$ cat src/csr_settings.svh
`ifndef CSR_SETTINGS_SVH
`define CSR_SETTINGS_SVH

// CSR numbers
`define CSR_CRMD    14'h0000
`define CSR_PRMD    14'h0001
`define CSR_ECFG    14'h0004
`define CSR_ESTAT   14'h0005
`define CSR_ERA     14'h0006
`define CSR_BADV    14'h0007
`define CSR_EENTRY  14'h000c
`define CSR_SAVE0   14'h0030
`define CSR_SAVE1   14'h0031
`define CSR_SAVE2   14'h0032
`define CSR_SAVE3   14'h0033
`define CSR_TID     14'h0040
`define CSR_TCFG    14'h0041
`define CSR_TVAL    14'h0042
`define CSR_TICLR   14'h0044

`define CRMD_RESET        32'h0000_0008  // DA=1, IE=0, PLV=0
`define CRMD_WMASK        32'h0000_01ff
`define CRMD_IE_BIT       2
`define PRMD_WMASK        32'h0000_0007
`define ECFG_LIE_MASK     32'h0000_1bff  // Bit 10 reserved
`define ESTAT_SW_MSB      1
`define ESTAT_HWI_LSB     2
`define ESTAT_TI_BIT      11
`define ESTAT_ECODE_LSB   16
`define ESTAT_ESUB_LSB    22
`define EENTRY_ALIGN_MASK 32'hffff_ffc0
`define TCFG_EN_BIT       0
`define TCFG_PERIODIC_BIT 1
`define TICLR_CLR_BIT     0

// Exception codes that load BADV
`define ECODE_PIL   6'h01
`define ECODE_PIS   6'h02
`define ECODE_PIF   6'h03
`define ECODE_PME   6'h04
`define ECODE_PPI   6'h07
`define ECODE_ADEF  6'h08
`define ECODE_ALE   6'h09

`endif
$ cat src/csr_pkg.sv
package csr_pkg;

    typedef logic [31:0] csr_data_t;
    typedef logic [13:0] csr_addr_t;
    typedef logic [7:0]  hwi_t;

    // Register write from the write-back stage
    typedef struct packed {
        logic      en;
        csr_addr_t addr;
        csr_data_t data;
    } csr_write_t;

    typedef enum logic {
        TIMER_IDLE,
        TIMER_RUN
    } timer_state_t;

endpackage

$ cat src/excp_pkg.sv
package excp_pkg;

    typedef logic [5:0] ecode_t;
    typedef logic [8:0] esubcode_t;

    // Commit-point event, valid for one cycle
    typedef struct packed {
        logic              exception;
        logic              ertn;
        ecode_t            ecode;
        esubcode_t         esubcode;
        csr_pkg::csr_data_t pc;
        csr_pkg::csr_data_t addr;   // Faulting data address
        logic              inst_fault;
    } exc_event_t;

    // Back to the pipeline
    typedef struct packed {
        csr_pkg::csr_data_t crmd;
        csr_pkg::csr_data_t era;
        csr_pkg::csr_data_t eentry;
        logic              interrupt;
    } trap_ctrl_t;

endpackage

$ cat src/csr_top.sv
`timescale 1ns/1ps

module csr_top (
    input  logic                 clk,
    input  logic                 rst,
    input  csr_pkg::csr_write_t  wr,
    input  csr_pkg::csr_addr_t   rd_addr,
    output csr_pkg::csr_data_t   rd_data,
    input  csr_pkg::hwi_t        hwi,
    input  excp_pkg::exc_event_t exc,
    output excp_pkg::trap_ctrl_t trap
);

    csr_pkg::csr_data_t crmd, prmd, ecfg, estat, era, badv, eentry;
    csr_pkg::csr_data_t tid, tcfg, tval;
    csr_pkg::csr_data_t save0, save1, save2, save3;
    logic               timer_fire;
    logic               interrupt;

    csr_exc_regs i_exc_regs (
        .clk(clk), .rst(rst), .wr(wr), .exc(exc), .hwi(hwi),
        .timer_fire(timer_fire),
        .crmd(crmd), .prmd(prmd), .ecfg(ecfg), .estat(estat),
        .era(era), .badv(badv), .eentry(eentry),
        .interrupt(interrupt)
    );

    csr_timer i_timer (
        .clk(clk), .rst(rst), .wr(wr),
        .tid(tid), .tcfg(tcfg), .tval(tval),
        .timer_fire(timer_fire)
    );

    csr_scratch i_scratch (
        .clk(clk), .rst(rst), .wr(wr),
        .save0(save0), .save1(save1), .save2(save2), .save3(save3)
    );

    csr_read_mux i_read_mux (
        .rd_addr(rd_addr),
        .crmd(crmd), .prmd(prmd), .ecfg(ecfg), .estat(estat),
        .era(era), .badv(badv), .eentry(eentry),
        .tid(tid), .tcfg(tcfg), .tval(tval),
        .save0(save0), .save1(save1), .save2(save2), .save3(save3),
        .rd_data(rd_data)
    );

    assign trap.crmd      = crmd;
    assign trap.era       = era;
    assign trap.eentry    = eentry;
    assign trap.interrupt = interrupt;

endmodule

$ cat src/csr_read_mux.sv
`include "csr_settings.svh"
`timescale 1ns/1ps

module csr_read_mux (
    input  csr_pkg::csr_addr_t rd_addr,
    input  csr_pkg::csr_data_t crmd,
    input  csr_pkg::csr_data_t prmd,
    input  csr_pkg::csr_data_t ecfg,
    input  csr_pkg::csr_data_t estat,
    input  csr_pkg::csr_data_t era,
    input  csr_pkg::csr_data_t badv,
    input  csr_pkg::csr_data_t eentry,
    input  csr_pkg::csr_data_t tid,
    input  csr_pkg::csr_data_t tcfg,
    input  csr_pkg::csr_data_t tval,
    input  csr_pkg::csr_data_t save0,
    input  csr_pkg::csr_data_t save1,
    input  csr_pkg::csr_data_t save2,
    input  csr_pkg::csr_data_t save3,
    output csr_pkg::csr_data_t rd_data
);

    always_comb begin
        case (rd_addr)
            `CSR_CRMD:   rd_data = crmd;
            `CSR_PRMD:   rd_data = prmd;
            `CSR_ECFG:   rd_data = ecfg;
            `CSR_ESTAT:  rd_data = estat;
            `CSR_ERA:    rd_data = era;
            `CSR_BADV:   rd_data = badv;
            `CSR_EENTRY: rd_data = eentry;
            `CSR_SAVE0:  rd_data = save0;
            `CSR_SAVE1:  rd_data = save1;
            `CSR_SAVE2:  rd_data = save2;
            `CSR_SAVE3:  rd_data = save3;
            `CSR_TID:    rd_data = tid;
            `CSR_TCFG:   rd_data = tcfg;
            `CSR_TVAL:   rd_data = tval;
            `CSR_TICLR:  rd_data = '0;    // Write-only clear
            default:     rd_data = '0;
        endcase
    end

endmodule

$ cat src/csr_scratch.sv
`include "csr_settings.svh"
`timescale 1ns/1ps

module csr_scratch (
    input  logic                clk,
    input  logic                rst,
    input  csr_pkg::csr_write_t wr,
    output csr_pkg::csr_data_t  save0,
    output csr_pkg::csr_data_t  save1,
    output csr_pkg::csr_data_t  save2,
    output csr_pkg::csr_data_t  save3
);

    csr_pkg::csr_data_t save_q [4];

    always_ff @(posedge clk) begin
        for (int i = 0; i < 4; i++) begin
            if (rst)
                save_q[i] <= '0;
            else if (wr.en && (wr.addr == csr_pkg::csr_addr_t'(`CSR_SAVE0 + i)))
                save_q[i] <= wr.data;   // SAVEn are consecutive
        end
    end

    assign save0 = save_q[0];
    assign save1 = save_q[1];
    assign save2 = save_q[2];
    assign save3 = save_q[3];

endmodule

$ cat src/csr_timer.sv
`include "csr_settings.svh"
`timescale 1ns/1ps

module csr_timer (
    input  logic                clk,
    input  logic                rst,
    input  csr_pkg::csr_write_t wr,
    output csr_pkg::csr_data_t  tid,
    output csr_pkg::csr_data_t  tcfg,
    output csr_pkg::csr_data_t  tval,
    output logic                timer_fire
);

    csr_pkg::timer_state_t state;
    csr_pkg::csr_data_t    init_val;
    logic                  tid_we;
    logic                  tcfg_we;

    assign tid_we   = wr.en && (wr.addr == `CSR_TID);
    assign tcfg_we  = wr.en && (wr.addr == `CSR_TCFG);
    assign init_val = {tcfg[31:2], 2'b00};

    always_ff @(posedge clk) begin
        if (rst)
            tid <= '0;
        else if (tid_we)
            tid <= wr.data;
    end

    always_ff @(posedge clk) begin
        if (rst) begin
            state      <= csr_pkg::TIMER_IDLE;
            tcfg       <= '0;
            tval       <= '0;
            timer_fire <= 1'b0;
        end else begin
            timer_fire <= 1'b0;
            if (tcfg_we) begin
                tcfg  <= wr.data;
                tval  <= {wr.data[31:2], 2'b00};
                state <= wr.data[`TCFG_EN_BIT] ? csr_pkg::TIMER_RUN : csr_pkg::TIMER_IDLE;
            end else if (state == csr_pkg::TIMER_RUN) begin
                if (tval != '0) begin
                    tval <= tval - 32'd1;
                end else begin
                    timer_fire <= 1'b1;
                    if (tcfg[`TCFG_PERIODIC_BIT]) begin
                        tval <= init_val;            // Periodic reload
                    end else begin
                        tval  <= '1;
                        state <= csr_pkg::TIMER_IDLE;
                    end
                end
            end
        end
    end

    // Pulse lands one edge after the countdown hit zero while running
    a_fire_in_run: assert property (@(posedge clk) disable iff (rst)
        timer_fire |-> $past(state == csr_pkg::TIMER_RUN));

endmodule

$ cat src/csr_exc_regs.sv
`include "csr_settings.svh"
`timescale 1ns/1ps

module csr_exc_regs (
    input  logic                 clk,
    input  logic                 rst,
    input  csr_pkg::csr_write_t  wr,
    input  excp_pkg::exc_event_t exc,
    input  csr_pkg::hwi_t        hwi,
    input  logic                 timer_fire,
    output csr_pkg::csr_data_t   crmd,
    output csr_pkg::csr_data_t   prmd,
    output csr_pkg::csr_data_t   ecfg,
    output csr_pkg::csr_data_t   estat,
    output csr_pkg::csr_data_t   era,
    output csr_pkg::csr_data_t   badv,
    output csr_pkg::csr_data_t   eentry,
    output logic                 interrupt
);

    logic crmd_we, prmd_we, ecfg_we, estat_we, era_we, badv_we, eentry_we;
    logic ticlr_clr;
    logic addr_fault;

    function automatic csr_pkg::csr_data_t merge(input csr_pkg::csr_data_t old_val,
                                                 input csr_pkg::csr_data_t new_val,
                                                 input csr_pkg::csr_data_t mask);
        return (old_val & ~mask) | (new_val & mask);
    endfunction

    assign crmd_we   = wr.en && (wr.addr == `CSR_CRMD);
    assign prmd_we   = wr.en && (wr.addr == `CSR_PRMD);
    assign ecfg_we   = wr.en && (wr.addr == `CSR_ECFG);
    assign estat_we  = wr.en && (wr.addr == `CSR_ESTAT);
    assign era_we    = wr.en && (wr.addr == `CSR_ERA);
    assign badv_we   = wr.en && (wr.addr == `CSR_BADV);
    assign eentry_we = wr.en && (wr.addr == `CSR_EENTRY);
    assign ticlr_clr = wr.en && (wr.addr == `CSR_TICLR) && wr.data[`TICLR_CLR_BIT];

    assign addr_fault = exc.ecode inside {`ECODE_ADEF, `ECODE_ALE, `ECODE_PIL, `ECODE_PIS,
                                          `ECODE_PIF, `ECODE_PME, `ECODE_PPI};

    always_ff @(posedge clk) begin
        if (rst) begin
            crmd <= `CRMD_RESET;
            prmd <= '0;
        end else if (exc.exception) begin
            crmd[`CRMD_IE_BIT:0] <= '0;              // Kernel, interrupts off
            prmd[`CRMD_IE_BIT:0] <= crmd[`CRMD_IE_BIT:0];
        end else if (exc.ertn) begin
            crmd[`CRMD_IE_BIT:0] <= prmd[`CRMD_IE_BIT:0];
        end else begin
            if (crmd_we)
                crmd <= merge(crmd, wr.data, `CRMD_WMASK);
            if (prmd_we)
                prmd <= merge(prmd, wr.data, `PRMD_WMASK);
        end
    end

    always_ff @(posedge clk) begin
        if (rst) begin
            ecfg   <= '0;
            eentry <= '0;
        end else begin
            if (ecfg_we)
                ecfg <= merge(ecfg, wr.data, `ECFG_LIE_MASK);
            if (eentry_we)
                eentry <= merge(eentry, wr.data, `EENTRY_ALIGN_MASK);
        end
    end

    always_ff @(posedge clk) begin
        if (rst) begin
            estat <= '0;
        end else begin
            estat[`ESTAT_HWI_LSB +: 8] <= hwi;
            if (ticlr_clr)
                estat[`ESTAT_TI_BIT] <= 1'b0;    // Clear beats a new fire
            else if (timer_fire)
                estat[`ESTAT_TI_BIT] <= 1'b1;
            if (exc.exception) begin
                estat[`ESTAT_ECODE_LSB +: 6] <= exc.ecode;
                estat[`ESTAT_ESUB_LSB +: 9]  <= exc.esubcode;
            end else if (estat_we) begin
                estat[`ESTAT_SW_MSB:0] <= wr.data[`ESTAT_SW_MSB:0];
            end
        end
    end

    always_ff @(posedge clk) begin
        if (rst) begin
            era  <= '0;
            badv <= '0;
        end else if (exc.exception) begin
            era <= exc.pc;
            if (addr_fault)
                badv <= exc.inst_fault ? exc.pc : exc.addr;
        end else begin
            if (era_we)
                era <= wr.data;
            if (badv_we)
                badv <= wr.data;
        end
    end

    assign interrupt = ((ecfg & estat & `ECFG_LIE_MASK) != '0) && crmd[`CRMD_IE_BIT];

    a_exc_ertn_excl: assert property (@(posedge clk) disable iff (rst)
        !(exc.exception && exc.ertn));

    a_ecode_stable: assert property (@(posedge clk) disable iff (rst)
        !exc.exception |=> $stable(estat[`ESTAT_ECODE_LSB +: 6]));

endmodule

$ cat config.mk
export PLATFORM = sky130hd
export DESIGN_NAME = csr_top
export DESIGN_NICKNAME = d
export VERILOG_FILES = /design/src/csr_pkg.sv /design/src/excp_pkg.sv /design/src/csr_top.sv /design/src/csr_read_mux.sv /design/src/csr_scratch.sv /design/src/csr_timer.sv /design/src/csr_exc_regs.sv
export VERILOG_INCLUDE_DIRS = /design/src
export SDC_FILE = /design/constraint.sdc
export NUM_CORES = 1
export LEC_CHECK = 0
export ABC_AREA = 1
export BUFFER_PORTS_ARGS = -buffer_cell sky130_fd_sc_hd__buf_2
export CAP_MARGIN = 40
export CORE_AREA = 2 2 164 286
export DETAILED_ROUTE_END_ITERATION = 8
export DIE_AREA = 0 0 166 288
export PLACE_DENSITY = 0.67
export SYNTH_ARGS = -nofsm -noshare
export SYNTH_HDL_FRONTEND = slang
export SYNTH_HIERARCHICAL = 1
export SYNTH_SLANG_ARGS = --single-unit
$ cat constraint.sdc
create_clock -name clk -period 3.4 [get_ports clk]
set_input_delay 0.34 -clock clk [delete_from_list [all_inputs] [get_ports clk]]
set_output_delay 0.34 -clock clk [all_outputs]
set_load 0.05 [all_outputs]
==> results.md, run 1 <==
- Top cell by count, worst path: nand2_1
- Nets@finish: 3690
- Cell area power density: around 390 nW/µm²
- YS warnings: 6
- Total die area: 47800 µm²
- Asr flop ratio synth: 0%
- WP buf/inv: 5
- Area growth syn-to-layout: 10.2%
- Fin crit share: a little under 80%
- Rel. slew slack: about two fifths
- CTS buffer count: 35
- Core Util, Final: ~54%
- Longest Clk Path Bufs: 3
- Outcome: finished, final reports clean
- Minimum clock period: 2.67 ns
- Setup total negative slack: 0 ns
- Number of flops mapped to enable cells by yosys: ~130
- Via count: approximately 23000
- Post-synthesis sequential area ratio: 38.4%
- Area share of the largest cell type after synthesis: between 20% and 30%
- Drt total wl: between 80000 and 90000 µm
- Max-capacitance violation count: 0
- CTS clock-pin slew for the worst setup and hold paths: ~0.06 ns
- Worst EP required: between 3 and 4 ns
- Final setup violating endpoints: 0
- Post-synth top area cell: dfxtp_1
- GR Overflow Total: 0
- TritonCTS clock tree: done
- Post-synth top cells: 751 x nand2_1, 550 x nand3_1, 463 x nor2_1
- CTS root buf: clkbuf_16
- Max Fclk: 0.375 GHz
- Largest cells by area after synthesis: dfxtp_1 21%, edfxtp_1 17%, nand2_1 13%, nand3_1 12%, nor2_1 7.7%
- Worst Tran Pin Value: slightly below 0.9 ns
- PortBufs: roughly 250
- Die H: about 290 µm
- Fillers: about 4700
- Pleak: 12.2 nW
- Count leader, synth: nand2_1
- Largest net degree at the start of global routing: 126
- Die X: ~170 µm
- Clk_skew: 0.0192 ns
- WS Path Type: in -> out
- DRT iter0 DRCs: 2747
- Number of setup buffers added after CTS: 0
- Post-synth top flop: dfxtp_1
- Crit-path max FO: 28
- CTS H-tree lvls: 2
- Max stage delay on crit path: between 0.3 and 0.4 ns
- Sink Count: 366
- Initial antenna violation count: 3
- RePlAce Congestion: 1.02
- Synthesized flop and latch total: 366
- Mapped Cells: approximately 3400
- Vias/cell: about 5.5
- Fin. Hold Viols: 0
- Avg Inst Size Synth: around 6.6 µm²
- I/O pin count: 282
- Row count: between 100 and 150
- Wire per inst: 21.1 µm
- Crit end category: output pin
- Skew-Pair Late Insertion Delay: approximately 0.55 ns
- Area of the core region: roughly 46000 µm²
- Crit-path leading delay family: simple AND/OR/NAND/NOR gates
- Post-synthesis instance area: between 20000 and 25000 µm²
- Synth cell types: 39
- RSZ-0062 raised after global routing: no
- Worst path slowest cell: buf_4
- First-pass GRT wire length: 127000 µm
- Share of cells above drive strength 1: about an eighth
- Number of remaining DRC errors: 0
- Max Slew Vio Count: 0
- GRT Resource Usage Total: between 30% and 40%
- Hpwl dp: roughly 62000 µm
- Starting Density: ~50%
- Post-CTS Resized: 0
- Worst VDD drop: 0.388 mV
- Hold/Removal Path Class: in -> reg
- Vias in the first global route: between 20000 and 25000
- Worst-path cell chain: buf_2, or2_1, nor2_4, buf_12, buf_4, nand3_1, nand2_1, inv_1, nand2_1, nor2_1, nand2_1, buf_2
- Crit path DAT: around 2.3 ns
- Hold buffers post-CTS: 1
- 1st-pass router iterations: 6
- Antenna viol nets, final: 0
- Crit path launch type: primary input
## state kept, by name, summed over array words and instances (netlist names)
signal              flops
i_scratch/save_q      128
i_exc_regs/badv        32
i_exc_regs/era         32
i_timer/tcfg           32
i_timer/tid            32
i_timer/tval           32
i_exc_regs/eentry      26
i_exc_regs/estat       26
i_exc_regs/ecfg        12
i_exc_regs/crmd         9
i_exc_regs/prmd         3
i_timer/state           1
i_timer/timer_fire      1
## layout make-up
class | count | area, µm² | share of cell area (%)
diodes | 2 | 5.00 | 0.0202
clock buffers | 48 | 1010 | 4.07
clock inverters | 12 | 124 | 0.501
inverters | 467 | 1750 | 7.09
multi-input cells | 2358 | 10700 | 43.2
flip-flops and latches | 366 | 8610 | 34.8
well taps | 583 | 729 | 2.95
repair buffers | 307 | 1820 | 7.36
## tightest hold or removal path: cells and delay by family
family                 cells  cell delay, ns
buffers and inverters      2            0.11
AND/OR/NAND/NOR            1            0.06
## layout by cell type (no fill, tap or decap), drive strengths merged
master and instances:
bufinv 2, dlygate4sd3 1, edfxtp 128, ha 2, nand3 552, or2 2
dfxtp 238, a31oi 1, o21ai 157, nor3 17, nand4 22, nand2 765
and2 3, nor2 502, clkinv 11, o21bai 22, diode 2, conb 84
xnor2 1, o31ai 1, o22ai 23, a21oi 179, nand3b 11, clkbuf 48
inv 466, buf 306, xor2 14
## final timing paths
check	startpoint	to	slack, ns	cells after the start
min	hwi[3]	i_exc_regs/estat[5]	0.008	3
max reg2reg	i_timer/tval[29]	i_timer/tval[2]	1.07	8
min reg2reg	i_timer/tid[1]	i_timer/tid[1]	0.45	2
max	rd_addr[9]	rd_data[1]	0.73	12
## per-stage QoR
step	total power [mW]	hold WS [ns]	setup WS [ns]	cells	cell area (µm²)
floorplan	5.39	0.420	1.36	3472	22700
global placement	5.70	0.433	0.787	4080	23600
detailed placement	5.71	0.436	0.779	4080	23600
CTS	9.67	0.00170	0.761	4141	24700
global route	9.91	0.00802	0.668	4143	24700
finish	9.66	0.00801	0.734	4143	24700
## cell families after synthesis
kind of cell | share of synthesized area [%]
buffers and inverters | 15.5
other | 0.0167
DFF | 38.4
adders and majority gates | 0.112
xor gates and xnor gates | 0.586
and+or+nand+nor | 36.5
AOI/OAI and AO/OA | 8.93
## layer usage
| layer | share of wire [%] | track usage (%) |
|---|---|---|
| met2 | 47 | 59.2 |
| met5 | 0.011 | 0 |
| met3 | 8.9 | 4.84 |
| met4 | 6.8 | 21.3 |
| met1 | 37 | 42.6 |
## power breakdown
group	internal (mW)	switching (mW)
clock network	2.23	1.79
registers	4.65	0.0987
logic	0.212	0.677
Power figures use the tool's default switching activity.
==> run 2, diff against run 1 <==
clock period = 2.5 ns   (was 3.4 ns; I/O delays follow)
==> run 2 against run 1 <==
  * Utilization increased by 2.1 points
  * Largest cell class unchanged
  * First-iteration DRC count fell by 8.6%
  * Sequential share of layout area is 1.3 points lower
  * Sequential power grew 36%
  * Clock power is 54% higher
  * Clock-buffer cell count up 2
  * Highest routed layer unchanged
  * Routed wire length is 3.4% higher
  * Flip-flop and latch count unchanged
==> results.md, run 2 (same netlist as run 1, synthesis figures left out) <==
- RSZ-0062 raised after global routing: no
- Crit-path max FO: 35
- Hold/Removal Path Class: in -> reg
- Hold slack: between 0.01 and 0.015 ns
- Max Slew Vio Count: 0
- Vias/cell: 5.56
- Die H: about 290 µm
- Top reg by flops: i_scratch/save_q
- Max-capacitance violation count: 0
- Vias in the first global route: around 22000
- CTS root buf: clkbuf_16
- Switch Pwr: 3.63 mW
- Antenna viol nets, final: 0
- Total die area: approximately 48000 µm²
- Most frequent cells in the layout: 751 x nand2_1, 550 x nand3_1, 457 x inv_1
- Via count: roughly 23000
- Area growth syn-to-layout: 14.4%
- Hold Crit Depth: 2
- WS Path Type: in -> out
- First-pass GRT wire length: about 130000 µm
- Crit end category: output pin
- Crit path launch type: primary input
- Area of the core region: around 46000 µm²
- CTS H-tree lvls: 2
- 1st-pass router iterations: 8
- Number of remaining DRC errors: 0
- Internal power: slightly above 10 mW
- Longest Clk Path Bufs: 3
- GRT Resource Usage Total: 36.7%
- Rel. slew slack: 59.1%
- PnR Total Power: roughly 14 mW
- Hpwl dp: roughly 64000 µm
- Sequential share of power: a little under half
- WL met3: around 8000 µm
- Pleak: roughly 13 nW
- Starting Density: between 40% and 50%
- Fin. Hold Viols: 0
- Number of setup buffers added after CTS: 0
- Final setup violating endpoints: 0
- Worst reg2reg path startpoint: i_timer/tval[0]
- Core Util, Final: around 56%
- Sink Count: around 370
- CTS clock-pin slew for the worst setup and hold paths: approximately 0.07 ns
- Combinational share of power: a little under a tenth
- Setup total negative slack: 0 ns
- Met2 WL: a little over 40000 µm
- Row count: about 100
- PortBufs: 252
- Share of cells above drive strength 1: a little over an eighth
- Worst VDD drop: between 0.4 and 0.5 mV
- Top Layer Used: met5
- Max reg flops: between 100 and 150
- Cell area power density: roughly 540 nW/µm²
- Outcome: finished, final reports clean
- Clock share of power: approximately 45%
- Largest net degree at the start of global routing: 95
- Worst Tran Pin Value: between 0.6 and 0.7 ns
- Crit path DAT: between 2 and 2.5 ns
- R2r worst-path depth: 11
- Fin crit share: between 90% and 100%
- RePlAce Congestion: 1.04
- Max Fclk: ~0.43 GHz
- GR Overflow Total: 0
- CTS buffer count: 38
- Wire per inst: about 21 µm
- Clk_skew: 0.00834 ns
- Skew-Pair Late Insertion Delay: 0.55 ns
- Critical Path Start: rd_addr[9]
- Sw Ratio: ~26%
- Minimum clock period: approximately 2.3 ns
- Worst EP required: 2.25 ns
- Nets@finish: between 3000 and 4000
- Drt total wl: between 90000 and 100000 µm
- I/O pin count: 282
- DRT iter0 DRCs: ~2500
- Initial antenna violation count: 5
- Die X: 166 µm
- TritonCTS clock tree: done
- Routed met1 length: roughly 33000 µm
- Most common cell after layout, fill and taps aside: nand2_1
- Hold_sp: rst
run 2: cell count changes in the layout (fill, tap and decap cells not counted), sizes merged:
cell | previous run | this run
dlygate4sd3 | 1 | 21
clkinv | 11 | 9
diode | 2 | 3
clkbuf | 48 | 50
bufinv | 2 | 6
buf | 306 | 338
clkinvlp | 0 | 2
run 2: layer usage:
metal,up-vias,global-route usage [%]
met5,-,0
met4,2,28.0
met3,333,5.84
met2,1311,59.5
met1,10700,43.6
li1,11000,-
run 2: timing repair:
action,4_1_cts,5_1_grt
gates resized for setup,0,0
hold buffers,21,0
hold endpoints to repair,21,0
run 2: critical path: stages:
cell     delay (ns)
buf_2          0.09
or2_1          0.25
nor2_4         0.18
buf_12         0.24
buf_12         0.22
nand3_1        0.09
nand2_1        0.08
inv_1          0.04
nand2_1        0.14
nor2_1         0.07
nand2_1        0.11
buf_2          0.28
run 2: final timing paths:
check	end	slack, ns
setup reg to reg	i_timer/tval[30]	0.26
hold reg to reg	i_timer/tid[18]	0.45
setup / recovery	rd_data[21]	0.18
hold / removal	i_exc_regs/prmd[0]	0.01
run 2: layout make-up:
type | count | area, µm²
Fill cell | 4650 | 20000
Multi-Input combinational cell | 2358 | 10700
Sequential cell | 366 | 8610
Timing Repair Buffer | 359 | 2560
Inverter | 467 | 1750
Clock buffer | 50 | 1080
Tap cell | 583 | 729
Clock inverter | 16 | 253
Antenna cell | 3 | 7.51
run 2: power groups by stage:
stage / clock network, mW / registers [mW] / logic (mW)
finish: 6.21 / 6.48 / 1.27
global route: 6.44 / 6.48 / 1.36
CTS: 6.26 / 6.47 / 1.24
detailed placement: 0 / 6.60 / 1.21
global placement: 0 / 6.60 / 1.20
floorplan: 0 / 6.63 / 0.702
run 2: through the flow:
stage	setup WS [ns]	cells	instance area, µm²
floorplan	0.591	3472	22700
global placement	0.249	4112	24100
detailed placement	0.226	4112	24100
CTS	0.220	4199	25700
global route	0.0764	4202	25700
finish	0.182	4202	25700
